`config.mk`:
```
export PLATFORM = sky130hd
export DESIGN_NAME = c2s_burst_ctrl
export DESIGN_NICKNAME = d
export VERILOG_FILES = /design/src/logic/c2s_pkg.sv /design/src/logic/c2s_burst_ctrl.sv
export SDC_FILE = /design/constraint.sdc
export NUM_CORES = 1
export LEC_CHECK = 0
export BUFFER_PORTS_ARGS = -buffer_cell sky130_fd_sc_hd__buf_4
export CAP_MARGIN = 40
export CELL_PAD_IN_SITES_DETAIL_PLACEMENT = 0
export CELL_PAD_IN_SITES_GLOBAL_PLACEMENT = 1
export CORE_AREA = 2 2 171 173
export DETAILED_ROUTE_END_ITERATION = 12
export DIE_AREA = 0 0 173 175
export GPL_TIMING_DRIVEN = 0
export PLACE_DENSITY_LB_ADDON = 0.2
export SYNTH_ARGS = -nofsm -noshare
export SYNTH_HDL_FRONTEND = slang
export SYNTH_SLANG_ARGS = --single-unit
```
`constraint.sdc`:
```
create_clock -name s_axi_clk -period 17.4 [get_ports s_axi_clk]
set_clock_uncertainty 0.2 [all_clocks]
set_input_delay 0.87 -clock s_axi_clk [delete_from_list [all_inputs] [get_ports s_axi_clk]]
set_output_delay 0.87 -clock s_axi_clk [all_outputs]
set_load 0.01 [all_outputs]
```
`src/logic/c2s_pkg.sv`:
```
package c2s_pkg;

	// stream and buffer geometry
	localparam int DATA_W = 128;
	localparam int KEEP_W = DATA_W / 32;
	localparam int BEAT_BYTES = DATA_W / 8;
	localparam int ADDR_W = 64;
	localparam int LEN_W = 13;
	localparam int TAG_W = 8;
	// upper two bits of every tag
	localparam logic [1:0] CHAN_ID = 2'd0;
	localparam int BUFF_DEPTH_LOG2 = 6;
	localparam int BURST_DEPTH_LOG2 = 2;

	// host register port
	localparam int AXIL_ADDR_W = 4;
	localparam int AXIL_DATA_W = 32;
	localparam int REG_IDX_W = 4;
	localparam logic [REG_IDX_W-1:0] REG_CTRL = 4'd0;
	localparam logic [REG_IDX_W-1:0] REG_ADDR_LO = 4'd1;
	localparam logic [REG_IDX_W-1:0] REG_ADDR_HI = 4'd2;
	localparam logic [REG_IDX_W-1:0] REG_BURST_CNT = 4'd3;

	// control register bits
	localparam int CTRL_ENA_BIT = 0;
	localparam int CTRL_RUN_BIT = 1;
	localparam int CTRL_START_BIT = 2;
	localparam int CTRL_STOP_BIT = 7;

	typedef struct packed {
		logic [DATA_W-1:0] data;
		logic [KEEP_W-1:0] keep;
		logic last;
	} stream_beat_t;

	typedef struct packed {
		logic [ADDR_W-1:0] addr;
		logic [LEN_W-1:0] len;
		logic [TAG_W-1:0] tag;
	} burst_req_t;

	typedef struct packed {
		logic valid;
		logic [REG_IDX_W-1:0] index;
		logic [AXIL_DATA_W-1:0] value;
	} reg_wr_t;

	typedef struct packed {
		logic start;
		logic stop;
		logic ena;
		logic [ADDR_W-1:0] addr;
	} chan_cmd_t;

endpackage

```
`src/logic/c2s_burst_ctrl.sv`:
```
module c2s_burst_ctrl
(
	input  logic s_axi_clk,
	input  logic s_axi_rstn,
	input  logic sys_ena_i,
	input  c2s_pkg::chan_cmd_t cmd_i,
	input  logic [c2s_pkg::LEN_W-1:0] max_payload_size_i,
	input  logic [c2s_pkg::DATA_W-1:0] s_axis_tdata_i,
	input  logic [c2s_pkg::KEEP_W-1:0] s_axis_tkeep_i,
	input  logic s_axis_tlast_i,
	input  logic s_axis_tvalid_i,
	output logic s_axis_tready_o,
	input  logic data_full_i,
	input  logic burst_full_i,
	output logic data_push_o,
	output c2s_pkg::stream_beat_t data_o,
	output logic burst_push_o,
	output c2s_pkg::burst_req_t burst_o,
	output logic running_o,
	output logic burst_closed_o
);
	import c2s_pkg::*;

	logic running_q;
	logic beat_hs;
	logic run_end;
	logic close;
	logic [LEN_W-1:0] beat_bytes;
	logic [LEN_W-1:0] byte_sum;
	logic [LEN_W-1:0] byte_cnt_q;
	logic [ADDR_W-1:0] addr_q;
	logic [TAG_W-3:0] tag_cnt_q;

	// hold off one cycle after a close so the burst queue flags catch up
	assign s_axis_tready_o = running_q && !data_full_i && !burst_full_i && !burst_push_o;
	assign beat_hs = s_axis_tvalid_i && s_axis_tready_o;

	assign data_push_o = beat_hs;
	assign data_o.data = s_axis_tdata_i;
	assign data_o.keep = s_axis_tkeep_i;
	assign data_o.last = s_axis_tlast_i;

	// only the last beat may be partial and it counts whole dwords
	assign beat_bytes = s_axis_tlast_i ? LEN_W'(4 * $countones(s_axis_tkeep_i))
		: LEN_W'(BEAT_BYTES);
	assign byte_sum = beat_hs ? byte_cnt_q + beat_bytes : byte_cnt_q;

	assign run_end = running_q && (cmd_i.stop || !cmd_i.ena || !sys_ena_i);

	// payload limit, tlast, or the channel going down with bytes pending
	assign close = (beat_hs && (s_axis_tlast_i || (byte_sum >= max_payload_size_i)))
		|| (run_end && (byte_sum != '0));

	always_ff @(posedge s_axi_clk)
	begin
		if (!s_axi_rstn)
		begin
			running_q <= 1'b0;
			byte_cnt_q <= '0;
			tag_cnt_q <= '0;
			burst_push_o <= 1'b0;
		end
		else
		begin
			burst_push_o <= close;
			if (run_end)
				running_q <= 1'b0;
			else if (cmd_i.start && cmd_i.ena && sys_ena_i)
				running_q <= 1'b1;
			if (close)
				byte_cnt_q <= '0;
			else
				byte_cnt_q <= byte_sum;
			if (close)
				tag_cnt_q <= tag_cnt_q + 1'b1;
		end
	end

	// next burst starts where the last one ended
	always_ff @(posedge s_axi_clk)
	begin
		if (cmd_i.start && !running_q)
			addr_q <= cmd_i.addr;
		else if (close)
			addr_q <= addr_q + ADDR_W'(byte_sum);
		if (close)
		begin
			burst_o.addr <= addr_q;
			burst_o.len <= byte_sum;
			burst_o.tag <= {CHAN_ID, tag_cnt_q};
		end
	end

	assign running_o = running_q;
	assign burst_closed_o = burst_push_o;

endmodule

```
## Yosys cells after proc, flatten, opt, wreduce, memory -nomap -nowiden

Cells that the tools add are included.

- Bits of input ports: 219
- Output and inout bits: 223
- Register bits: 168
- Word-level logic and storage cells: 44

- Multiplexer cells: 4
- $add $sub $neg: 6
- Reductions and logical operators: 24
- Bitwise logic cells: 1
- Magnitude comparators: 1

Operators by type and width:

| operator | number |
|---|---|
| two-way mux 64 bit | 2 |
| adder 64 x 13 -> 64 bit | 1 |
| adder 13 x 5 -> 13 bit | 1 |
| greater-or-equal comparator 13 bit | 1 |
| two-way mux 13 bit | 1 |
| nonzero test 13 bit | 1 |
| logical AND 1 bit | 10 |
| adder 6 x 1 -> 6 bit, second input constant | 1 |
| zero test 1 bit | 6 |
| two-way mux 5 bit | 1 |
| adder 1 x 1 -> 2 bit | 2 |
| logical OR 1 bit | 4 |
| OR reduction 2 bit | 2 |
| adder 2 x 2 -> 3 bit | 1 |
| nonzero test 2 bit | 1 |
| NOT 1 bit | 1 |

## Logic depth before layout (Yosys ltp)

- Word-level depth: 12
- Gate-level depth with buffers: 21
- Gate-level depth less buffers: 19

## Worst setup path before layout

Ideal clock, no wire load.

- Path kind: input to register
- Start: input s_axis_tkeep_i[0] (netlist bit)
- End: register addr_q[10] (enable)
- Data required time: 16.524 ns
- Cell stages on the path: 18
- Arrival time: 6.045 ns
- Path slack: 10.479 ns
- Path buffers: 1
- Setup time: 0.676 ns
- Path through: fa_1 > ha_1 > and2_1 > ha_1 > inv_1 > fa_1 > nor2b_1 > o21ai_0 > or2_2 > nor3_1 > xor2_1 > ha_1 > a211oi_1 > o211ai_1 > o31ai_1 > and2_0 > clkbuf_1 > nand2_1

- Longest elaborated chain between the ends: 10
- Elaborated cells between the ends (all ways): 12
- Classes of those cells: 3 x add/sub; 1 x order compare; 2 x mux; 6 x reduce/logical

Ends and longest elaborated chain:

| what | RTL line | source |
|---|---|---|
| start: declaration | c2s_burst_ctrl.sv:9 | `input logic [c2s_pkg::KEEP_W-1:0] s_axis_tkeep_i,` |
| adder 1 x 1 -> 2 bit (implied by the code) (*) | c2s_burst_ctrl.sv:44 | `assign beat_bytes = s_axis_tlast_i ? LEN_W'(4 * $countones(s_axis_tkeep_i))` |
| adder 2 x 2 -> 3 bit (implied by the code) (*) | c2s_burst_ctrl.sv:44 |  |
| two-way mux 5 bit (*) | c2s_burst_ctrl.sv:44 |  |
| adder 13 x 5 -> 13 bit (*) | c2s_burst_ctrl.sv:46 | `assign byte_sum = beat_hs ? byte_cnt_q + beat_bytes : byte_cnt_q;` |
| two-way mux 13 bit (*) | c2s_burst_ctrl.sv:46 |  |
| net byte_sum[12] | c2s_burst_ctrl.sv:29 | `logic [LEN_W-1:0] byte_sum;` |
| greater-or-equal comparator 13 bit | c2s_burst_ctrl.sv:51 | `assign close = (beat_hs && (s_axis_tlast_i \|\| (byte_sum >= max_payload_size_i)))` |
| logical OR 1 bit | c2s_burst_ctrl.sv:51 |  |
| logical AND 1 bit | c2s_burst_ctrl.sv:51 |  |
| logical OR 1 bit (*) | c2s_burst_ctrl.sv:52 | `\|\| (run_end && (byte_sum != '0));` |
| nonzero test 2 bit (no line) (*) | -- |  |
| end signal: assignment | c2s_burst_ctrl.sv:83 | `addr_q <= cmd_i.addr;` |
| end signal: assignment | c2s_burst_ctrl.sv:85 | `addr_q <= addr_q + ADDR_W'(byte_sum);` |
| end: declaration | c2s_burst_ctrl.sv:31 | `logic [ADDR_W-1:0] addr_q;` |

Mark *: on every way through the listed nets, which the timed path passes. The rest lies on a longest branch.
A chain may end at the register's enable or synchronous reset.

## Worst setup path in the final report

- Start: input s_axis_tkeep_i[0] (netlist bit)
- End: register burst_o[42] (netlist bit) (enable)

- Longest elaborated chain between the ends: 9
- Elaborated cells between the ends (all ways): 11
- Classes of those cells: 3 x add/sub; 1 x order compare; 2 x mux; 5 x reduce/logical

Ends and longest elaborated chain:

| what | RTL line | source |
|---|---|---|
| adder 1 x 1 -> 2 bit (implied by the code) (*) | c2s_burst_ctrl.sv:44 |  |
| adder 2 x 2 -> 3 bit (implied by the code) (*) | c2s_burst_ctrl.sv:44 |  |
| two-way mux 5 bit (*) | c2s_burst_ctrl.sv:44 |  |
| adder 13 x 5 -> 13 bit (*) | c2s_burst_ctrl.sv:46 |  |
| two-way mux 13 bit (*) | c2s_burst_ctrl.sv:46 |  |
| net byte_sum[12] | c2s_burst_ctrl.sv:29 |  |
| greater-or-equal comparator 13 bit | c2s_burst_ctrl.sv:51 |  |
| logical OR 1 bit | c2s_burst_ctrl.sv:51 |  |
| logical AND 1 bit | c2s_burst_ctrl.sv:51 |  |
| logical OR 1 bit (*) | c2s_burst_ctrl.sv:52 |  |
| net close | c2s_burst_ctrl.sv:27 | `logic close;` |
| end: declaration | c2s_burst_ctrl.sv:18 | `output c2s_pkg::burst_req_t burst_o,` |

Marks and branches as above.

==> results.json <==
{
  "synthArstFlopShare_pct": 0,
  "synthAdderAreaFrac_pct": 4.432,
  "hold-path-endpoint": "burst_o[21]",
  "critPathSlowestCell": "o31ai_1",
  "cp.required_ns": 17.35,
  "synthMuxAreaShare_pct": 0.7837,
  "grt_pass1_wl_um": 40910,
  "core_um2": 28390,
  "maxSlewHeadroom_pct": 45.17,
  "nets": 1457,
  "final_antenna_net_count": 0,
  "clk_pin_slew_ns": 0.07,
  "yosys.area_share.simple_pct": 13.53,
  "criticalPathCategory": "primary input to register",
  "hpwl_um": 20940,
  "netlist_instances": 872,
  "rows": 62,
  "hold_depth": 0,
  "end_kind": "register",
  "syn_area_um2": 9260,
  "drt-initial-drc-count": 623,
  "postCtsSetupBuffers": 0,
  "synthTopCellsByCount": "edfxtp_1, buf_4, nand2_1, xnor2_1, nor2_1",
  "start_util_pct": 32.62,
  "final-setup-viol-count": 0,
  "cp_max_fo": 50,
  "report.final.slew_viol_count": 0,
  "drive_above_1_share_pct": 40.90,
  "die_h_um": 175,
  "synth-edff-count": 145,
  "finalNonFillerCells": 1605,
  "grt_pass1_vias": 7300,
  "die_area_um2": 30280,
  "vias_per_cell": 4.619,
  "dp_cells": 1572,
  "ys.warnings.count": 0,
  "maxCapViolations": 0,
  "synth.most_common_cell": "edfxtp_1",
  "synthTopCellsByArea": "edfxtp_1, buf_4, xnor2_1",
  "grt_overflow": 0,
  "gp_congestion": 0.8525,
  "clk_latency_ns": 0.44,
  "drt_first_pass_iters": 5,
  "r2r_start": "running_o",
  "powerDensity_nw_per_um2": 75.62,
  "leakagePower_nw": 5.235,
  "period_minus_slack_ns": 6.633,
  "grt_usage_pct": 17.55,
  "root_buffer": "clkbuf_16",
  "clock_sinks": 164,
  "ctsResizeCount": 0,
  "ios": 442,
  "synthFlopType": "edfxtp_1",
  "synth-compound-area-share_pct": 9.499,
  "cp_top_family": "adder cells",
  "cp_common_cell": "ha_1",
  "rr_worst_depth": 15,
  "wl_per_cell_um": 17.15,
  "num_vias": 7414,
  "die_x_um": 173,
  "syn2layout_area_growth_pct": 37.45,
  "cp-start-kind": "primary input",
  "fin_setup_tns_ns": 0,
  "port-buffer-count": 308,
  "hold_violations": 0,
  "cts_hold_buf": 0,
  "tritoncts": "yes",
  "tightestPinTransition_ns": 0.8225,
  "fin_util_pct": 44.83,
  "yosys.area.top_type": "edfxtp_1",
  "rrSetupSlack_ns": 11.78,
  "grt_max_degree": 51,
  "synth_top_area_share_pct": 47.02,
  "crit_path_max_incr_delay_ns": 0.59,
  "ys_seq_area_share_pct": 51.13,
  "synth_xor_area_share_pct": 6.715,
  "drcViolationCount": 0,
  "synth_area_per_cell_um2": 10.62,
  "hold_class": "register to register",
  "htreeDepth": 4,
  "synth_seq_cells": 164,
  "vdd_ir_drop_max_uv": 59.87,
  "clock.fmax_mhz": 150.8,
  "clock_path_buffers": 2,
  "drt-total-wl_um": 27520,
  "path_buf_inv": 6,
  "synth_top_family_by_area": "buffers and inverters",
  "rsz0062_at_grt": "false",
  "power_w": 0.0009625,
  "status": "complete, no violations",
  "numCtsBuffers": 17,
  "cp.arrival_ns": 6.59,
  "fin_crit_sh_pct": 38.12,
  "ys_types": 58,
  "path_cells": "buf_4 -> fa_1 -> ha_1 -> and2_1 -> ha_1 -> inv_1 -> fa_1 -> nor2b_1 -> o21ai_0 -> or2_2 -> nor3_1 -> xor2_1 -> ha_1 -> a211oi_1 -> o211ai_1 -> o31ai_1 -> buf_2 -> and2_0 -> clkbuf_1 -> inv_4 -> buf_16",
  "min-delay-start": "addr_q[0]",
  "r2r_end": "burst_o[42]",
  "antenna_found_initial": 1
}
## sequential cells by signal, summed over array words and instances, names as in the netlist
name,cells
byte_cnt_q,11
running_o,1
burst_o,81
tag_cnt_q,6
burst_closed_o,1
addr_q,64
## through the flow
| step | area (um^2) | hold slack [ns] | setup slack (ns) |
|---|---|---|---|
| after global routing | 12730 | 0.2409 | 10.28 |
| after global placement | 12060 | 0.2031 | 8.398 |
| after CTS | 12730 | 0.2213 | 10.67 |
| after detailed placement | 12160 | 0.2052 | 10.22 |
| after floorplan | 9271 | 0.2003 | 10.48 |
| final | 12730 | 0.2209 | 10.77 |
## per-layer routing
layer,vias up,track usage (%),wire length [um]
met3,33,4.091,1962
met5,-,0,0
met4,0,5.685,562
met1,3451,23.43,11980
met2,307,28.18,13020
li1,3623,-,-
## placed cells by master (no fill, tap or decap), types with 4 or more instances in the layout
master	n
ha_1	28
nor3_1	12
conb_1	4
clkbuf_1	25
a21o_1	8
nor2_1	51
clkbuf_16	17
nand4_1	10
inv_6	6
nand2_1	80
dfxtp_1	19
xor2_1	6
nor2b_1	15
xnor2_1	65
nor4_1	12
or3_1	4
and2_1	4
buf_4	447
edfxtp_1	145
nand3_1	34
a21oi_1	49
mux2i_1	5
nand2b_1	7
o21ai_0	42
inv_1	31
and3_1	6
a211oi_1	16
## layout make-up
| class | count | area (um^2) |
|---|---|---|
| Clock inverter | 14 | 141.4 |
| Buffer | 166 | 1161 |
| Inverter | 33 | 126.4 |
| Multi-Input combinational cell | 512 | 3264 |
| Sequential cell | 164 | 4735 |
| Tap cell | 384 | 480.5 |
| Clock buffer | 18 | 429.2 |
| Fill cell | 2788 | 15660 |
| Timing Repair Buffer | 313 | 2389 |
| Antenna cell | 1 | 2.502 |
## worst max-delay path by stage
stage,start,endpoint,slack [ns],cells past startpoint
3_5_place_dp,s_axis_tkeep_i[0],burst_o[69],10.22,21
4_1_cts,s_axis_tkeep_i[0],burst_o[37],10.67,21
6_report,s_axis_tkeep_i[0],burst_o[42],10.77,21
2_1_floorplan,s_axis_tkeep_i[0],addr_q[10],10.48,18
5_1_grt,s_axis_tkeep_i[0],burst_o[42],10.28,21
3_3_place_gp,s_axis_tkeep_i[0],addr_q[49],8.40,19
## worst reg2reg max path, delay by kind of cell (launching register included)
family,cells,cell delay (ns)
AND/OR/NAND/NOR,5,1.57
buffers and inverters,5,1.40
AO/OA/AOI/OAI,3,1.00
flip-flops,1,0.41
XOR/XNOR,1,0.39
adder cells (fa/ha/maj),1,0.33
## where the power goes
group          switching (W)  total [W]  internal (W)
clock network       0.000174   0.000375      0.000202
logic              0.0000554   0.000127     0.0000717
registers          0.0000142   0.000460      0.000446
## logic make-up (layout without fill, tap and decap cells)
| group | after synthesis | count (layout) |
|---|---|---|
| AOI/OAI and AO/OA | 143 | 143 |
| adders and majority gates | 31 | 31 |
| buffers and inverters | 199 | 544 |
| xor gates and xnor gates | 71 | 71 |
| and+or+nand+nor | 256 | 256 |
| other | 1 | 5 |
| muxes | 7 | 7 |
| DFF | 164 | 164 |
(Power assumes the default switching activity.)
