[src/logic/c2s_pkg.sv]
package c2s_pkg;

	// stream and buffer geometry
	localparam int DATA_W = 128;
	localparam int KEEP_W = DATA_W / 32;
	localparam int BEAT_BYTES = DATA_W / 8;
	localparam int ADDR_W = 64;
	localparam int LEN_W = 13;
	localparam int TAG_W = 8;
	// upper two bits of every tag
	localparam logic [1:0] CHAN_ID = 2'd0;
	localparam int BUFF_DEPTH_LOG2 = 6;
	localparam int BURST_DEPTH_LOG2 = 2;

	// host register port
	localparam int AXIL_ADDR_W = 4;
	localparam int AXIL_DATA_W = 32;
	localparam int REG_IDX_W = 4;
	localparam logic [REG_IDX_W-1:0] REG_CTRL = 4'd0;
	localparam logic [REG_IDX_W-1:0] REG_ADDR_LO = 4'd1;
	localparam logic [REG_IDX_W-1:0] REG_ADDR_HI = 4'd2;
	localparam logic [REG_IDX_W-1:0] REG_BURST_CNT = 4'd3;

	// control register bits
	localparam int CTRL_ENA_BIT = 0;
	localparam int CTRL_RUN_BIT = 1;
	localparam int CTRL_START_BIT = 2;
	localparam int CTRL_STOP_BIT = 7;

	typedef struct packed {
		logic [DATA_W-1:0] data;
		logic [KEEP_W-1:0] keep;
		logic last;
	} stream_beat_t;

	typedef struct packed {
		logic [ADDR_W-1:0] addr;
		logic [LEN_W-1:0] len;
		logic [TAG_W-1:0] tag;
	} burst_req_t;

	typedef struct packed {
		logic valid;
		logic [REG_IDX_W-1:0] index;
		logic [AXIL_DATA_W-1:0] value;
	} reg_wr_t;

	typedef struct packed {
		logic start;
		logic stop;
		logic ena;
		logic [ADDR_W-1:0] addr;
	} chan_cmd_t;

endpackage

[src/logic/c2s_ctrl_regs.sv]
module c2s_ctrl_regs
(
	input  logic s_axi_clk,
	input  logic s_axi_rstn,
	input  c2s_pkg::reg_wr_t reg_wr_i,
	input  logic [c2s_pkg::REG_IDX_W-1:0] rd_index_i,
	output logic [c2s_pkg::AXIL_DATA_W-1:0] rd_word_o,
	input  logic running_i,
	input  logic burst_closed_i,
	output c2s_pkg::chan_cmd_t cmd_o
);
	import c2s_pkg::*;

	logic ctrl_wr;
	logic ena_q;
	logic start_q;
	logic stop_q;
	logic [ADDR_W-1:0] start_addr_q;
	logic [AXIL_DATA_W-1:0] burst_cnt_q;

	assign ctrl_wr = reg_wr_i.valid && (reg_wr_i.index == REG_CTRL);

	always_ff @(posedge s_axi_clk)
	begin
		if (!s_axi_rstn)
		begin
			ena_q <= 1'b0;
			start_q <= 1'b0;
			stop_q <= 1'b0;
			burst_cnt_q <= '0;
		end
		else
		begin
			// start and stop are write-only pulses
			start_q <= ctrl_wr && reg_wr_i.value[CTRL_START_BIT];
			stop_q <= ctrl_wr && reg_wr_i.value[CTRL_STOP_BIT];
			if (ctrl_wr)
				ena_q <= reg_wr_i.value[CTRL_ENA_BIT];
			if (start_q)
				burst_cnt_q <= '0;
			else if (burst_closed_i)
				burst_cnt_q <= burst_cnt_q + 1'b1;
		end
	end

	always_ff @(posedge s_axi_clk)
	begin
		if (reg_wr_i.valid && (reg_wr_i.index == REG_ADDR_LO))
			start_addr_q[AXIL_DATA_W-1:0] <= reg_wr_i.value;
		if (reg_wr_i.valid && (reg_wr_i.index == REG_ADDR_HI))
			start_addr_q[ADDR_W-1:AXIL_DATA_W] <= reg_wr_i.value;
	end

	assign cmd_o.start = start_q;
	assign cmd_o.stop = stop_q;
	assign cmd_o.ena = ena_q;
	assign cmd_o.addr = start_addr_q;

	always_comb
	begin
		rd_word_o = '0;
		case (rd_index_i)
			REG_CTRL:
			begin
				rd_word_o[CTRL_ENA_BIT] = ena_q;
				rd_word_o[CTRL_RUN_BIT] = running_i;
			end
			REG_ADDR_LO: rd_word_o = start_addr_q[AXIL_DATA_W-1:0];
			REG_ADDR_HI: rd_word_o = start_addr_q[ADDR_W-1:AXIL_DATA_W];
			REG_BURST_CNT: rd_word_o = burst_cnt_q;
			default: rd_word_o = '0;
		endcase
	end

endmodule

[config.mk]
export PLATFORM = sky130hd
export DESIGN_NAME = c2s_ctrl_regs
export DESIGN_NICKNAME = d
export VERILOG_FILES = /design/src/logic/c2s_pkg.sv /design/src/logic/c2s_ctrl_regs.sv
export SDC_FILE = /design/constraint.sdc
export NUM_CORES = 1
export LEC_CHECK = 0
export BUFFER_PORTS_ARGS = -buffer_cell sky130_fd_sc_hd__buf_2
export CAP_MARGIN = 15
export CORE_MARGIN = 4
export CORE_UTILIZATION = 40
export CTS_CLUSTER_SIZE = 20
export DETAILED_ROUTE_END_ITERATION = 7
export GPL_TIMING_DRIVEN = 0
export PLACE_DENSITY = 0.65
export SYNTH_ARGS = -nofsm -noshare
export SYNTH_HDL_FRONTEND = slang
export SYNTH_SLANG_ARGS = --single-unit
[constraint.sdc]
create_clock -name s_axi_clk -period 5.3 [get_ports s_axi_clk]
set_clock_uncertainty 0.15 [all_clocks]
set_input_delay 0.53 -clock s_axi_clk [delete_from_list [all_inputs] [get_ports s_axi_clk]]
set_output_delay 0.53 -clock s_axi_clk [all_outputs]
set_load 0.005 [all_outputs]
* Word-level counts from Yosys, hierarchy flattened
Index checks and enable logic that the tools add are counted.
Widths: inputs -> output; s select.
** Operators by class
- Reductions and logical operators :: 8
- Equality and inequality tests :: 5
- Bitwise gates (word level) :: 1
- Muxes and demuxes :: 2
- Add/sub/neg operators :: 1
** Operators with widths (number)
- $pmux 30 s3 :: 1
- $add 32x1->32 const B :: 1
- $eq 4x2->1 const B :: 3
- $eq 4x1->1 const B :: 2
- $logic_not 4->1 :: 2
- $pmux 2 s4 :: 1
- $logic_and 1x1->1 :: 5
- $reduce_or 2->1 :: 1
- $not 1->1 :: 1
** Storage, ports and cells
- Logic and storage cells :: 23
- Flip-flop bits (word level) :: 99

* Depth between registers and ports, before layout
- Depth in word-level cells :: 3
- Gate-level depth with buffers :: 6

* Worst setup path before layout
Ideal clock, no wire load.
- Kind :: input -> register
- From :: input port reg_wr_i[35] in the netlist's numbering
- To :: register start_addr_q[0], enable pin
- Cell stages on the path :: 2
- Setup slack :: 1.240 ns
- Data arrival time :: 3.442 ns
- Cells stage by stage :: or3b_2 nor3b_1
** Between the ends
- Cells in the longest elaborated chain, start to end :: 2
** RTL lines
- start, declared :: RTL line c2s_ctrl_regs.sv:5 : input c2s_pkg::reg_wr_t reg_wr_i,
- $eq 4x1->1 :: RTL line c2s_ctrl_regs.sv:48 : if (reg_wr_i.valid && (reg_wr_i.index == REG_ADDR_LO))
- $logic_and 1x1->1 :: RTL line c2s_ctrl_regs.sv:48
- end signal, assigned by index :: RTL line c2s_ctrl_regs.sv:49 : start_addr_q[AXIL_DATA_W-1:0] <= reg_wr_i.value;
- end signal, assigned by index :: RTL line c2s_ctrl_regs.sv:51 : start_addr_q[ADDR_W-1:AXIL_DATA_W] <= reg_wr_i.value;
- end, declared :: RTL line c2s_ctrl_regs.sv:18 : logic [ADDR_W-1:0] start_addr_q;
Every way passes these cells.
A chain may end at the register's enable or synchronous reset.

* Final worst setup path
- From :: input port rd_index_i[1] in the netlist's numbering
- To :: output port rd_word_o[23] in the netlist's numbering
** Between the ends
- Cells in the longest elaborated chain, start to end :: 2
- Elaborated cells between the ends (all ways) :: 4
- Classes of those cells :: 3 x eq/ne; 1 x mux
** RTL lines
- start, declared :: RTL line c2s_ctrl_regs.sv:6 : input logic [c2s_pkg::REG_IDX_W-1:0] rd_index_i,
- $eq 4x2->1 / $eq 4x1->1 (equally long branches) :: RTL line c2s_ctrl_regs.sv:62 : case (rd_index_i)
- $pmux 30 s3 * :: RTL line c2s_ctrl_regs.sv:62
- end, declared :: RTL line c2s_ctrl_regs.sv:7 : output logic [c2s_pkg::AXIL_DATA_W-1:0] rd_word_o,
Mark *: on every way between the ends. The rest lies on a longest branch, timed or not.

==> run_summary.xml <==
<?xml version="1.0" encoding="UTF-8"?>
<metrics>
  <group name="sta">
    <metric name="final_max_slew_viol_count" unit="">0</metric>
    <metric name="final_period_minus_worst_setup_slack" unit="ps">2800</metric>
    <metric name="rsz0062_at_grt" unit="">no</metric>
    <metric name="timing.slew.headroom" unit="">0.576</metric>
    <metric name="timing.hold.ws" unit="ps">199</metric>
    <metric name="min_period_over_period" unit="">0.528</metric>
    <metric name="tightestPinTransition" unit="ps">637</metric>
    <metric name="setup_viol" unit="">0</metric>
    <metric name="timing.fmax" unit="GHz">0.357</metric>
    <metric name="hold_violations" unit="">0</metric>
  </group>
  <group name="grt">
    <metric name="antenna_violations_before_repair" unit="">0</metric>
    <metric name="grt.busiest_layer" unit="">met2</metric>
    <metric name="grt_first_pass_wirelength" unit="um">18700</metric>
    <metric name="gr-usage-met2" unit="">0.307</metric>
    <metric name="grt_use_total" unit="">0.186</metric>
    <metric name="globalRoute.totalOverflow" unit="">0</metric>
    <metric name="groute.layer.met1.usage" unit="">0.243</metric>
    <metric name="grt_pass1_vias" unit="">3637</metric>
    <metric name="largest_net_degree_at_the_start_of_global_routing" unit="">16</metric>
    <metric name="grt_met3_use" unit="">0.0374</metric>
  </group>
  <group name="critical_path">
    <metric name="ff2ff_path_depth" unit="">6</metric>
    <metric name="crit_top_cell" unit="">sky130_fd_sc_hd__clkbuf_1</metric>
    <metric name="crit_path_end_kind" unit="">output port</metric>
    <metric name="cp.required" unit="ps">4620</metric>
    <metric name="worst-path-max-fanout" unit="">10</metric>
    <metric name="timing.critical_path.from_type" unit="">input pin</metric>
    <metric name="timing.rr.end" unit="">burst_cnt_q[25]</metric>
    <metric name="cp_max_stage_delay" unit="ps">540</metric>
    <metric name="cp_num_cells" unit="">6</metric>
    <metric name="worstPathArrival" unit="ps">2120</metric>
    <metric name="r2r_setup_slack" unit="ps">3090</metric>
    <metric name="crit_slowest_cell" unit="">sky130_fd_sc_hd__clkbuf_1</metric>
    <metric name="r2r_start" unit="">burst_cnt_q[11]</metric>
    <metric name="crit_chain" unit="">clkbuf_1 &gt; clkbuf_1 &gt; mux2_2 &gt; a22oi_1 &gt; nor2_1 &gt; buf_2</metric>
    <metric name="cpLargestDelayFamily" unit="">buffers and inverters</metric>
    <metric name="critPathBufInv" unit="">3</metric>
    <metric name="setup.worst_path.class" unit="">input pin to output port</metric>
  </group>
  <group name="route">
    <metric name="vias_cell" unit="">5.32</metric>
    <metric name="drt_iter0_drc" unit="">179</metric>
    <metric name="final_antenna_net_count" unit="">0</metric>
    <metric name="detail_route.wl_per_cell" unit="um">17.7</metric>
    <metric name="drt-total-wl" unit="um">11800</metric>
    <metric name="vias" unit="">3556</metric>
    <metric name="firstDrtPassIters" unit="">4</metric>
    <metric name="drc" unit="">0</metric>
  </group>
  <group name="synth">
    <metric name="synth_seq_area_share" unit="">0.594</metric>
    <metric name="ys_async_sr_fraction" unit="">0</metric>
    <metric name="yosys.cell_types.count" unit="">38</metric>
    <metric name="mapped_nets" unit="">411</metric>
    <metric name="post_synth.cell_area_avg" unit="sq um">12.1</metric>
    <metric name="synth.yosys.warnings" unit="">0</metric>
    <metric name="synth_cells" unit="">365</metric>
    <metric name="synth-edff-count" unit="">64</metric>
    <metric name="ys_ff_latch" unit="">99</metric>
    <metric name="post_synthesis_cell_area" unit="sq um">4410</metric>
    <metric name="commonest_register_cell_after_synthesis" unit="">sky130_fd_sc_hd__edfxtp_1</metric>
  </group>
  <group name="die">
    <metric name="die_area" unit="sq um">12800</metric>
    <metric name="die_h" unit="um">113</metric>
    <metric name="io_pins" unit="">144</metric>
    <metric name="start_util" unit="">0.407</metric>
    <metric name="die_w" unit="um">113</metric>
    <metric name="row_count" unit="">38</metric>
    <metric name="core_area" unit="sq um">10800</metric>
  </group>
  <group name="place">
    <metric name="io_buffers" unit="">141</metric>
    <metric name="place.detailed.instances" unit="">652</metric>
    <metric name="hpwl" unit="um">8770</metric>
    <metric name="globalplace.congestion" unit="">0.808</metric>
  </group>
  <group name="clocking">
    <metric name="cts_setup_buffers" unit="">0</metric>
    <metric name="number_of_hold_repair_buffers_added_at_the_cts_stage" unit="">0</metric>
    <metric name="cts_tree" unit="">yes</metric>
    <metric name="largest_buffer_count_on_any_clock_path" unit="">2</metric>
    <metric name="clk_latency" unit="ps">360</metric>
    <metric name="ctsHtreeMaxLevel" unit="">3</metric>
    <metric name="postCtsResizedCells" unit="">0</metric>
    <metric name="path_clk_slew" unit="ps">90</metric>
    <metric name="clock_sinks" unit="">99</metric>
    <metric name="number_of_buffers_created_by_cts" unit="">9</metric>
    <metric name="ctsRootBufferMaster" unit="">sky130_fd_sc_hd__clkbuf_8</metric>
  </group>
  <group name="worst_hold_path">
    <metric name="hp-start" unit="">reg_wr_i[5]</metric>
    <metric name="hold_path_class" unit="">input pin to flip-flop</metric>
    <metric name="holdPathStages" unit="">1</metric>
    <metric name="hold_ep" unit="">start_addr_q[37]</metric>
  </group>
  <group name="power_and_ir_drop">
    <metric name="p_clk_frac" unit="">0.341</metric>
    <metric name="power_frac_comb" unit="">0.072</metric>
    <metric name="pnr_total_power" unit="uW">1430</metric>
    <metric name="power.density_cell_area" unit="nW/um^2">256</metric>
    <metric name="seqPwrFrac" unit="">0.587</metric>
    <metric name="internal-power" unit="uW">1110</metric>
    <metric name="leak" unit="uW">0.00215</metric>
    <metric name="vdd_ir_drop_max" unit="V">0.000128</metric>
    <metric name="power_switching" unit="uW">321</metric>
    <metric name="sw_frac" unit="">0.225</metric>
  </group>
  <group name="layout">
    <metric name="syn_to_final_growth" unit="%">26.2</metric>
    <metric name="final_core_util" unit="">0.514</metric>
    <metric name="finalNonFillerCells" unit="">668</metric>
    <metric name="mostFrequentLayoutCell" unit="">sky130_fd_sc_hd__buf_2</metric>
    <metric name="num_antenna_cells" unit="">0</metric>
    <metric name="post_route_cells_drive_above_1_share" unit="">0.396</metric>
    <metric name="layout.nets" unit="">569</metric>
    <metric name="layout.cells.most_common_list" unit="">sky130_fd_sc_hd__buf_2 (143), sky130_fd_sc_hd__edfxtp_1 (64), sky130_fd_sc_hd__nor2_1 (41)</metric>
  </group>
  <group name="run_status">
    <metric name="outcome" unit="">complete, no violations</metric>
  </group>
  <group name="flow_run">
    <metric name="max_cap_viol_count" unit="">0</metric>
  </group>
</metrics>
==> power groups by stage <==
stage / Sequential [uW] / Clock (uW) / Combinational, uW
global placement: 856 / 0 / 100
CTS: 838 / 499 / 105
finish: 838 / 487 / 103
global route: 840 / 537 / 114
floorplan: 856 / 0 / 51.0
detailed placement: 856 / 0 / 104
==> cell families after synthesis <==
kind of cell / synth area share
fa+ha+maj: 0.00284
compound gates: 0.106
buf+inv: 0.0363
simple gates: 0.149
flops: 0.594
xor+xnor: 0.0199
mux: 0.0913
==> layer usage <==
metal,wire length [um],vias to the layer above
li1,-,1702
met1,5010,1725
met2,5830,116
met3,757,13
met4,203,0
met5,0,-
==> per-stage QoR <==
step	TNS [ps]	setup slack (ps)	cell area [sq um]
floorplan	0	1240	4410
global placement	-33330	-532	5290
detailed placement	0	2460	5370
CTS	0	2470	5570
global route	0	2370	5570
finish	0	2500	5570
==> worst max path at each step <==
| stage | start | to |
|---|---|---|
| 5_1_grt | rd_index_i[1] | rd_word_o[23] |
| 6_report | rd_index_i[1] | rd_word_o[23] |
| 3_5_place_dp | rd_index_i[1] | rd_word_o[23] |
| 3_3_place_gp | reg_wr_i[35] | start_addr_q[23] |
| 2_1_floorplan | reg_wr_i[35] | start_addr_q[0] |
| 4_1_cts | rd_index_i[1] | rd_word_o[23] |
==> area by class of cell <==
cell class	count	area [sq um]
Buffer	30	153
Clock buffer	14	184
Clock inverter	2	15.0
Fill cell	1008	5270
Inverter	2	7.51
Multi-Input combinational cell	234	1640
Sequential cell	99	2620
Tap cell	140	175
Timing Repair Buffer	147	773
==> worst register-to-register path: cells and delay by family (launching register included) <==
family          cells  cell delay [ps]
simple gates        2              550
buf+inv             2              500
flops               1              480
compound gates      2              400
==> synthesized netlist by cell type, types with 2 or more instances <==
master                     count  share of area
sky130_fd_sc_hd__xnor2_1       2         0.0040
sky130_fd_sc_hd__nand3_4       2         0.0079
sky130_fd_sc_hd__or3_1         9          0.013
sky130_fd_sc_hd__xor2_1        8          0.016
sky130_fd_sc_hd__o21ai_0       9          0.010
sky130_fd_sc_hd__a22oi_1      30          0.051
sky130_fd_sc_hd__a21oi_1      20          0.023
sky130_fd_sc_hd__o31ai_1      11          0.019
sky130_fd_sc_hd__buf_4         4         0.0068
sky130_fd_sc_hd__dfxtp_1      35           0.16
sky130_fd_sc_hd__nor2_1       41          0.035
sky130_fd_sc_hd__and4_1        4         0.0079
sky130_fd_sc_hd__buf_6         3         0.0077
sky130_fd_sc_hd__or4_1        11          0.019
sky130_fd_sc_hd__edfxtp_1     64           0.44
sky130_fd_sc_hd__mux2i_1       2         0.0045
sky130_fd_sc_hd__nand4_1      12          0.017
sky130_fd_sc_hd__nor3b_1       2         0.0034
sky130_fd_sc_hd__nand2_1       8         0.0068
sky130_fd_sc_hd__nand3_1       7         0.0079
sky130_fd_sc_hd__nor2b_1       5         0.0071
sky130_fd_sc_hd__inv_1         2         0.0017
sky130_fd_sc_hd__mux2_2       30          0.077
sky130_fd_sc_hd__buf_2         2         0.0023
sky130_fd_sc_hd__and2_1        4         0.0057
sky130_fd_sc_hd__mux4_2        2          0.010
sky130_fd_sc_hd__and3_1        6         0.0085
sky130_fd_sc_hd__clkbuf_1     20          0.017
==> state kept, by name, summed over array words and instances, names as in the netlist <==
register and cells:
ena_q 1, start_q 1, stop_q 1, start_addr_q 64
burst_cnt_q 32
Power figures use the tool's default switching activity.
