File: src/logic/c2s_pkg.sv
package c2s_pkg;

	// stream and buffer geometry
	localparam int DATA_W = 128;
	localparam int KEEP_W = DATA_W / 32;
	localparam int BEAT_BYTES = DATA_W / 8;
	localparam int ADDR_W = 64;
	localparam int LEN_W = 13;
	localparam int TAG_W = 8;
	// upper two bits of every tag
	localparam logic [1:0] CHAN_ID = 2'd0;
	localparam int BUFF_DEPTH_LOG2 = 6;
	localparam int BURST_DEPTH_LOG2 = 2;

	// host register port
	localparam int AXIL_ADDR_W = 4;
	localparam int AXIL_DATA_W = 32;
	localparam int REG_IDX_W = 4;
	localparam logic [REG_IDX_W-1:0] REG_CTRL = 4'd0;
	localparam logic [REG_IDX_W-1:0] REG_ADDR_LO = 4'd1;
	localparam logic [REG_IDX_W-1:0] REG_ADDR_HI = 4'd2;
	localparam logic [REG_IDX_W-1:0] REG_BURST_CNT = 4'd3;

	// control register bits
	localparam int CTRL_ENA_BIT = 0;
	localparam int CTRL_RUN_BIT = 1;
	localparam int CTRL_START_BIT = 2;
	localparam int CTRL_STOP_BIT = 7;

	typedef struct packed {
		logic [DATA_W-1:0] data;
		logic [KEEP_W-1:0] keep;
		logic last;
	} stream_beat_t;

	typedef struct packed {
		logic [ADDR_W-1:0] addr;
		logic [LEN_W-1:0] len;
		logic [TAG_W-1:0] tag;
	} burst_req_t;

	typedef struct packed {
		logic valid;
		logic [REG_IDX_W-1:0] index;
		logic [AXIL_DATA_W-1:0] value;
	} reg_wr_t;

	typedef struct packed {
		logic start;
		logic stop;
		logic ena;
		logic [ADDR_W-1:0] addr;
	} chan_cmd_t;

endpackage

File: src/logic/axil_reg_port.sv
module axil_reg_port
(
	input  logic s_axi_clk,
	input  logic s_axi_rstn,
	input  logic [c2s_pkg::AXIL_ADDR_W-1:0] s_axil_awaddr_i,
	input  logic s_axil_awvalid_i,
	output logic s_axil_awready_o,
	input  logic [c2s_pkg::AXIL_DATA_W-1:0] s_axil_wdata_i,
	input  logic s_axil_wvalid_i,
	output logic s_axil_wready_o,
	output logic [1:0] s_axil_bresp_o,
	output logic s_axil_bvalid_o,
	input  logic s_axil_bready_i,
	input  logic [c2s_pkg::AXIL_ADDR_W-1:0] s_axil_araddr_i,
	input  logic s_axil_arvalid_i,
	output logic s_axil_arready_o,
	output logic [c2s_pkg::AXIL_DATA_W-1:0] s_axil_rdata_o,
	output logic [1:0] s_axil_rresp_o,
	output logic s_axil_rvalid_o,
	input  logic s_axil_rready_i,
	output c2s_pkg::reg_wr_t reg_wr_o,
	output logic [c2s_pkg::REG_IDX_W-1:0] rd_index_o,
	input  logic [c2s_pkg::AXIL_DATA_W-1:0] rd_word_i
);
	import c2s_pkg::*;

	localparam logic [1:0] RESP_OKAY = 2'b00;

	logic wr_hs;
	logic rd_hs;

	// address and data taken together with one write in flight
	assign wr_hs = s_axil_awvalid_i && s_axil_wvalid_i && !s_axil_bvalid_o;
	assign s_axil_awready_o = wr_hs;
	assign s_axil_wready_o = wr_hs;
	assign s_axil_bresp_o = RESP_OKAY;

	// byte address to word index
	assign reg_wr_o.valid = wr_hs;
	assign reg_wr_o.index = REG_IDX_W'(s_axil_awaddr_i[AXIL_ADDR_W-1:2]);
	assign reg_wr_o.value = s_axil_wdata_i;

	assign rd_hs = s_axil_arvalid_i && !s_axil_rvalid_o;
	assign s_axil_arready_o = rd_hs;
	assign s_axil_rresp_o = RESP_OKAY;
	assign rd_index_o = REG_IDX_W'(s_axil_araddr_i[AXIL_ADDR_W-1:2]);

	always_ff @(posedge s_axi_clk)
	begin
		if (!s_axi_rstn)
		begin
			s_axil_bvalid_o <= 1'b0;
			s_axil_rvalid_o <= 1'b0;
		end
		else
		begin
			if (wr_hs)
				s_axil_bvalid_o <= 1'b1;
			else if (s_axil_bready_i)
				s_axil_bvalid_o <= 1'b0;
			if (rd_hs)
				s_axil_rvalid_o <= 1'b1;
			else if (s_axil_rready_i)
				s_axil_rvalid_o <= 1'b0;
		end
	end

	// word selected in the accept cycle
	always_ff @(posedge s_axi_clk)
	begin
		if (rd_hs)
			s_axil_rdata_o <= rd_word_i;
	end

endmodule

File: config.mk
export PLATFORM = sky130hd
export DESIGN_NAME = axil_reg_port
export DESIGN_NICKNAME = d
export VERILOG_FILES = /design/src/logic/c2s_pkg.sv /design/src/logic/axil_reg_port.sv
export SDC_FILE = /design/constraint.sdc
export NUM_CORES = 1
export LEC_CHECK = 0
export ABC_AREA = 1
export CAP_MARGIN = 25
export CORE_UTILIZATION = 35
export DETAILED_ROUTE_END_ITERATION = 6
export DONT_BUFFER_PORTS = 1
export PLACE_DENSITY = 0.46
export SYNTH_ARGS = -nofsm -noshare
export SYNTH_HDL_FRONTEND = slang
export SYNTH_SLANG_ARGS = --single-unit
File: constraint.sdc
create_clock -name s_axi_clk -period 2.5 [get_ports s_axi_clk]
set_input_delay 0.375 -clock s_axi_clk [delete_from_list [all_inputs] [get_ports s_axi_clk]]
set_output_delay 0.375 -clock s_axi_clk [all_outputs]
set_load 0.02 [all_outputs]
Word-level counts from Yosys, hierarchy flattened
Cells that the tools add are included.
- register bits after elaboration: 34
- output and inout bits: 82
- input bits: 79
- word-level logic and storage cells: 14
- mux-type cells: 4
- reductions and logical operators: 7
- operator list (operator ; number):
    1-bit 2-to-1 mux ; 4
    2-bit nonzero test ; 2
    1-bit logical AND ; 3
    1-bit zero test ; 2

Depth between registers and ports, before layout
Gate-level depths: netlist of the first run.
- depth in word-level cells: 3
- mapped depth: 4
- gate-level depth less buffers: 3

Worst setup path after synthesis of the first run
Ideal clock, no wire load.
- kind: reg2reg
- from: register s_axil_rvalid_o
- to: register s_axil_rdata_o[0] (netlist bit), enable pin
- clock period less this slack: 1.633 ns
- library setup time: 0.392 ns
- arrival time: 1.241 ns
- buffers on the path: 0
- setup slack: 0.867 ns
- required time: 2.108 ns
- cell stages (with the launch flop): 4
- cell sequence: dfxtp_1 > inv_1 > nand2_1 > inv_1
- longest elaborated chain between the ends: 2
- ends and longest elaborated chain (item ; line ; source):
    from (decl) ; axil_reg_port.sv:19 ; output logic s_axil_rvalid_o,
    from (signal assigned) ; axil_reg_port.sv:53 ; s_axil_rvalid_o <= 1'b0;
    from (signal assigned) ; axil_reg_port.sv:62 ; s_axil_rvalid_o <= 1'b1;
    from (signal assigned) ; axil_reg_port.sv:64 ; s_axil_rvalid_o <= 1'b0;
    1-bit zero test ; axil_reg_port.sv:43 ; assign rd_hs = s_axil_arvalid_i && !s_axil_rvalid_o;
    1-bit logical AND ; axil_reg_port.sv:43 ;
    named net s_axil_arready_o ; axil_reg_port.sv:16 ; output logic s_axil_arready_o,
    to (signal assigned) ; axil_reg_port.sv:72 ; s_axil_rdata_o <= rd_word_i;
    to (decl) ; axil_reg_port.sv:17 ; output logic [c2s_pkg::AXIL_DATA_W-1:0] s_axil_rdata_o,
The timed path passes the listed nets, and every way through them passes these cells.
A chain may end at the register's enable or synchronous reset.

Worst setup path in the final report of the first run
- from: register s_axil_rvalid_o
- to: output port s_axil_arready_o
- longest elaborated chain between the ends: 2
- ends and longest elaborated chain (item ; line):
    1-bit zero test ; axil_reg_port.sv:43
    1-bit logical AND ; axil_reg_port.sv:43
    to (decl) ; axil_reg_port.sv:16
No other way between the ends.

==> results of run 1 <==
-- final cells by class --
| class | count | area (um2) | share of cell area, % |
|---|---|---|---|
| clock inverter | 3 | 16.3 | 1.29 |
| tap | 48 | 60.1 | 4.78 |
| inverter | 7 | 26.3 | 2.09 |
| clock buffer | 5 | 68.8 | 5.47 |
| multi-input combinational | 14 | 65.1 | 5.17 |
| timing repair buffer | 1 | 20.0 | 1.59 |
| sequential | 34 | 1000 | 79.6 |
-- report_power, final --
| part | internal [uW] | switching (uW) |
|---|---|---|
| sequential | 667 | 56.2 |
| clock | 190 | 195 |
| combinational | 7.43 | 35.6 |
| total | 865 | 287 |
-- critical path: cells and delay by family, from the launching register on --
kind                   cells  cell delay, ns
flip-flops                 1            0.39
AND/OR/NAND/NOR            1            0.06
buffers and inverters      3            0.67
-- routing by layer --
layer | global-route usage (%) | up-vias | share of wire, %
met5 | 0 | - | 0
met4 | 9.51 | 0 | 3.4
met3 | 6.77 | 14 | 12
met2 | 20.1 | 72 | 54
met1 | 9.52 | 237 | 31
li1 | - | 193 | -
-- stage by stage --
| stage | power [uW] | utilization [%] | hold slack, ns | instance area [um2] |
|---|---|---|---|---|
| 4_1_cts | 1170 | 33.3 | 0.176 | 1260 |
| 3_3_place_gp | 778 | 31.1 | 0.474 | 1170 |
| 3_5_place_dp | 780 | 31.1 | 0.474 | 1170 |
| 6_report | 1150 | 33.3 | 0.187 | 1260 |
| 5_1_grt | 1200 | 33.3 | 0.167 | 1260 |
| 2_1_floorplan | 860 | - | 0.474 | 1440 |
-- flip-flops by register name, summed over array words and instances, names as in the netlist --
signal           cells
s_axil_rdata_o      32
s_axil_rvalid_o      1
s_axil_bvalid_o      1
-- logic make-up (layout without fill, tap and decap cells) --
logic type	count (synthesis)	in the layout	synth area share, %
AOI/OAI and AO/OA	2	2	0.975
and+or+nand+nor	4	4	1.51
DFF	34	34	70.9
buffers and inverters	53	16	26.3
other	1	8	0.266
-- cell usage after synthesis --
library cell / n / area share, %
a21oi_2: 1 / 0.62
edfxtp_1: 32 / 68
nand2_1: 3 / 0.80
nand3_2: 1 / 0.71
dfxtp_1: 2 / 2.8
conb_1: 1 / 0.27
buf_4: 46 / 24
inv_1: 7 / 1.9
a21oi_1: 1 / 0.35
-- worst min path at each step --
stage	from	depth (start not counted)	to	slack, ns
3_3_place_gp	rd_word_i[21]	0	s_axil_rdata_o[21]	0.47
4_1_cts	rd_word_i[2]	0	s_axil_rdata_o[2]	0.18
2_1_floorplan	rd_word_i[0]	0	s_axil_rdata_o[0]	0.47
3_5_place_dp	rd_word_i[20]	0	s_axil_rdata_o[20]	0.47
5_1_grt	rd_word_i[29]	0	s_axil_rdata_o[29]	0.17
6_report	rd_word_i[1]	0	s_axil_rdata_o[1]	0.19
==> results.md, run 1 <==
- Largest net degree at the start of global routing: 25
- Hold buffer count at CTS: 0
- CTS Buf Count: 5
- Crit start category: register
- PD cells: 916 nW/um2
- Endpoints failing setup: 0
- Worst r2r src: s_axil_rvalid_o
- Global-route wire length before repair: 3270 um
- Hold Fails Final Rpt: 0
- Detailed Routing Iterations Pass 1: 4
- Mapped Cells: 94
- Total gr overflow: 0
- Starting density of the core: a little under two fifths
- Most common cell after layout, fill and taps aside: edfxtp_1
- Skew-Pair Late Insertion Delay: about 0.28 ns
- RSZ-0062 raised after global routing: false
- Die Span Y: between 60 and 70 um
- Max-Cap Viols: 0
- CTS sink cnt: 34
- DIE AREA: 4290 um2
- Achievable Freq: approximately 560 MHz
- Fin. max-slew vios: 0
- Syn avg cell area: roughly 15 um2
- Worst EP arrival: ~1.4 ns
- RR Endpoint: s_axil_rdata_o[29]
- Yosys warning count: 0
- Vias: between 500 and 600
- Clk root buf: clkbuf_8
- Num rows: 22
- Die X-Extent: 65.5 um
- Post-CTS sizing: 0
- Commonest cells after routing, fill and taps aside: 32 x edfxtp_1, 8 x conb_1, 7 x inv_1, 5 x clkbuf_8, 3 x nand2_1
- Flops & latches, synth: 34
- Cell Chain, Critical Path: inv_1 -> nand2_1 -> inv_1 -> buf_12
- Hpwl dp: 1950 um
- Post-Syn Area: 1410 um2
- Max incr delay on CP: between 0.3 and 0.4 ns
- Clock slew at reported path FFs: 0.07 ns
- Drt drc: 0
- Final TNS setup: 0 ns
- Crit path required time: 2.12 ns
- Final #Nets: 142
- Clk buf depth: 2
- Htree depth: 2
- Wire length per cell: between 20 and 25 um
- Placed Cells incl. Taps: around 100
- Crit path to: s_axil_arready_o
- Initial antenna violation count: 0
- DRT iter0 DRCs: 50
- Layout overhead on the synthesized area: -10.9%
- Kind of critical path: reg2out
- Placement Setup Slack: between 0.9 and 1 ns
- Skew final: 0.00182 ns
- Vias in the first global route: 518
- GRT Util Overall: 11.7%
- PortBufs: 0
- Fraction of layout cells with a size suffix above 1: roughly 16%
- N_diodes: 0
- Filler cells: approximately 360
- Crit path max fanout: 24
- Status: complete, no violations
- Final setup margin: 0.723 ns
- Post-Layout Cell Count: ~110
- Minimum clock period after layout: 1.78 ns
- Worst-case reg-to-reg path depth: 4
- FF-to-FF setup slack: around 1.1 ns
- GPL Wtd Cong: about 0.63
- Hold/Removal Path Class: in2reg
- Most numerous cell on the critical path: inv_1
- VDD IR-drop max: 303 uV
- Vias per cell: approximately 4.6
- # Post-CTS Setup Buffers: 0
- Final WL: between 2000 and 2500 um
- Worst Tran Pin Value: between 0.5 and 0.6 ns
- Worst Setup SP: s_axil_rvalid_o
- Post-route ant nets: 0
- Core Footprint: 3770 um2
- Slew HR: 65.7%
- Leak Pwr: between 0.0004 and 0.0005 uW
- TritonCTS clock tree: done
- Slowest-stage cell, CP: dfxtp_1
- Register area share after synthesis: just over 70%
- Unique masters post-synth: 9
- I/O pins: 161
- CP Capture Type: output pin
- Part of the cycle the worst path needs: a little under three quarters
Note: power is estimated with default switching activity, not from simulation.
==> run 2, diff against run 1 <==
clock period = 1.8 ns   (was 2.5 ns; I/O delays follow)
==> run 2 against run 1 <==
Worst setup slack worse by 0.42 ns. Critical path type unchanged. Clock-buffer cell count unchanged. First-iteration DRC count fell by 30%. Non-clock buffer count up 1. Combinational power increased by 32%. Via count shrank 1.7%. Clock skew rose by 0.0019 ns. Die area is the same. Sequential power increased by 40%. Worst hold slack got worse by 0.10 ns. Critical endpoint is now s_axil_wready_o. Sequential cell count unchanged. Largest cell class unchanged.
==> results.md, run 2 (synthesized netlist as in run 1, its figures left out) <==
- Hold/Removal Path Class: in2reg
- Most common cell after layout, fill and taps aside: edfxtp_1
- PD cells: 1350 nW/um2
- Hpwl dp: roughly 2000 um
- Initial antenna violation count: 0
- Vias: just over 500
- Status: complete, no violations
- Starting density of the core: 37.4%
- Die Span Y: around 66 um
- Logic pwr share: 3.3%
- Largest net degree at the start of global routing: 25
- CTS sink cnt: 34
- Critical path buffer and inverter count: 2
- VDD IR-drop max: about 380 uV
- Worst EP arrival: between 1 and 1.5 ns
- Htree depth: 2
- Post-Layout Cell Count: approximately 110
- Max-Cap Viols: 0
- Sequential share of power: between 50% and 60%
- Most numerous cell on the critical path: inv_1
- Part of the cycle the worst path needs: approximately 83%
- Kind of critical path: reg2out
- Net Sw Frac: between 20 and 25%
- Int Pwr: 1340 uW
- Num rows: 22
- Slew HR: 66.4%
- Final WL: about 2500 um
- Crit path required time: around 1.5 ns
- Final #Nets: about 140
- GRT Util Overall: 11.8%
- Endpoints failing setup: 0
- Vias per cell: 4.53
- Wire length per cell: roughly 22 um
- Clk root buf: clkbuf_8
- Cell Chain, Critical Path: inv_1 -> nand3_2 -> inv_1
- Clock Power Share: 37.9%
- PortBufs: 0
- N_diodes: 0
- Slowest-stage cell, CP: dfxtp_1
- Core Footprint: 3770 um2
- # Post-CTS Setup Buffers: 0
- Commonest cells after routing, fill and taps aside: 32 x edfxtp_1, 8 x conb_1, 7 x inv_1, 5 x clkbuf_8, 3 x nand2_1
- Placement Setup Slack: 0.545 ns
- TritonCTS clock tree: done
- CP Capture Type: output pin
- Post-CTS sizing: 0
- Max incr delay on CP: 0.39 ns
- CTS Buf Count: 5
- Crit start category: register
- Crit path max fanout: 3
- I/O pins: between 150 and 200
- Hold Fails Final Rpt: 0
- Final setup margin: a little over 0.3 ns
- Worst Tran Pin Value: 0.504 ns
- Fin. max-slew vios: 0
- Leak Pwr: roughly 0.00046 uW
- Psw: ~380 uW
- Drt drc: 0
- Total gr overflow: 0
- DRT iter0 DRCs: 35
- Skew final: between 0.003 and 0.004 ns
- Global-route wire length before repair: about 3300 um
- Detailed Routing Iterations Pass 1: 4
- Layout overhead on the synthesized area: -10.0%
- Vias in the first global route: ~520
- Clock slew at reported path FFs: approximately 0.07 ns
- Placed Cells incl. Taps: between 100 and 150
- Top flop regs: s_axil_rdata_o: 32 flops, s_axil_bvalid_o: 1 flops, s_axil_rvalid_o: 1 flops
- Achievable Freq: 668 MHz
- Hold buffer count at CTS: 0
- Skew-Pair Late Insertion Delay: 0.28 ns
- Biggest register: s_axil_rdata_o
- Worst path top cell family by delay: buffers and inverters
- Pwr Total: 1710 uW
- Minimum clock period after layout: 1.50 ns
- Clk buf depth: 2
- Final TNS setup: 0 ns
- Largest register FFs: 32
- Die X-Extent: 65.5 um
- DIE AREA: 4290 um2
- Fraction of layout cells with a size suffix above 1: 15.6%
- RSZ-0062 raised after global routing: false
- GPL Wtd Cong: 0.634
- Post-route ant nets: 0
[run 2: changes by cell type in the layout (fill, tap and decap cells not counted)]
cell / delta
clkinvlp_4: -1
buf_4: +2
bufinv_16: +1
clkinv_2: -1
buf_12: -1
[run 2: path summary, 6_finish.rpt]
path                            cells past startpoint  slack, ns           endpoint       startpoint
worst max register to register                      4       0.54  s_axil_rdata_o[4]  s_axil_rvalid_o
worst min register to register                      2       0.58    s_axil_rvalid_o  s_axil_rvalid_o
worst min-delay path                                0       0.08  s_axil_rdata_o[3]     rd_word_i[3]
worst max-delay path                                3       0.30    s_axil_wready_o  s_axil_bvalid_o
[run 2: worst register-to-register path: cells and delay by family, from the launching register on]
kind | cells | cell delay (ns)
buffers and inverters | 3 | 0.48
DFF | 1 | 0.38
and+or+nand+nor | 1 | 0.06
[run 2: final cells by class]
cell class	count	area, um2
Tap cell	48	60.1
Timing Repair Buffer	2	15.0
Sequential cell	34	1000
Multi-Input combinational cell	14	65.1
Clock buffer	5	68.8
Fill cell	353	2500
Clock inverter	2	33.8
Inverter	7	26.3
[run 2: power by group through the flow]
stage / combinational [uW] / sequential (uW) / clock [uW]
after global routing: 63.7 / 1010 / 710
after detailed placement: 57.3 / 1020 / 0
after global placement: 56.1 / 1020 / 0
final: 56.9 / 1010 / 650
after floorplan: 179 / 1010 / 0
after CTS: 57.6 / 1010 / 680
[run 2: layer usage]
metal | part of all wire, % | up-vias | global-route usage, % | wire length, um
met1 | 32 | 228 | 10.2 | 787
met5 | 0 | - | 0 | 0
met4 | 3.1 | 0 | 8.70 | 77
li1 | - | 193 | - | -
met3 | 12 | 14 | 6.77 | 294
met2 | 53 | 72 | 20.0 | 1330
[run 2: per-stage QoR]
step | utilization [%] | area [um2] | hold slack (ns)
after floorplan | - | 1440 | 0.369
after global placement | 31.0 | 1170 | 0.369
after detailed placement | 31.0 | 1170 | 0.369
after CTS | 33.7 | 1270 | 0.0682
after global routing | 33.7 | 1270 | 0.0640
final | 33.7 | 1270 | 0.0831
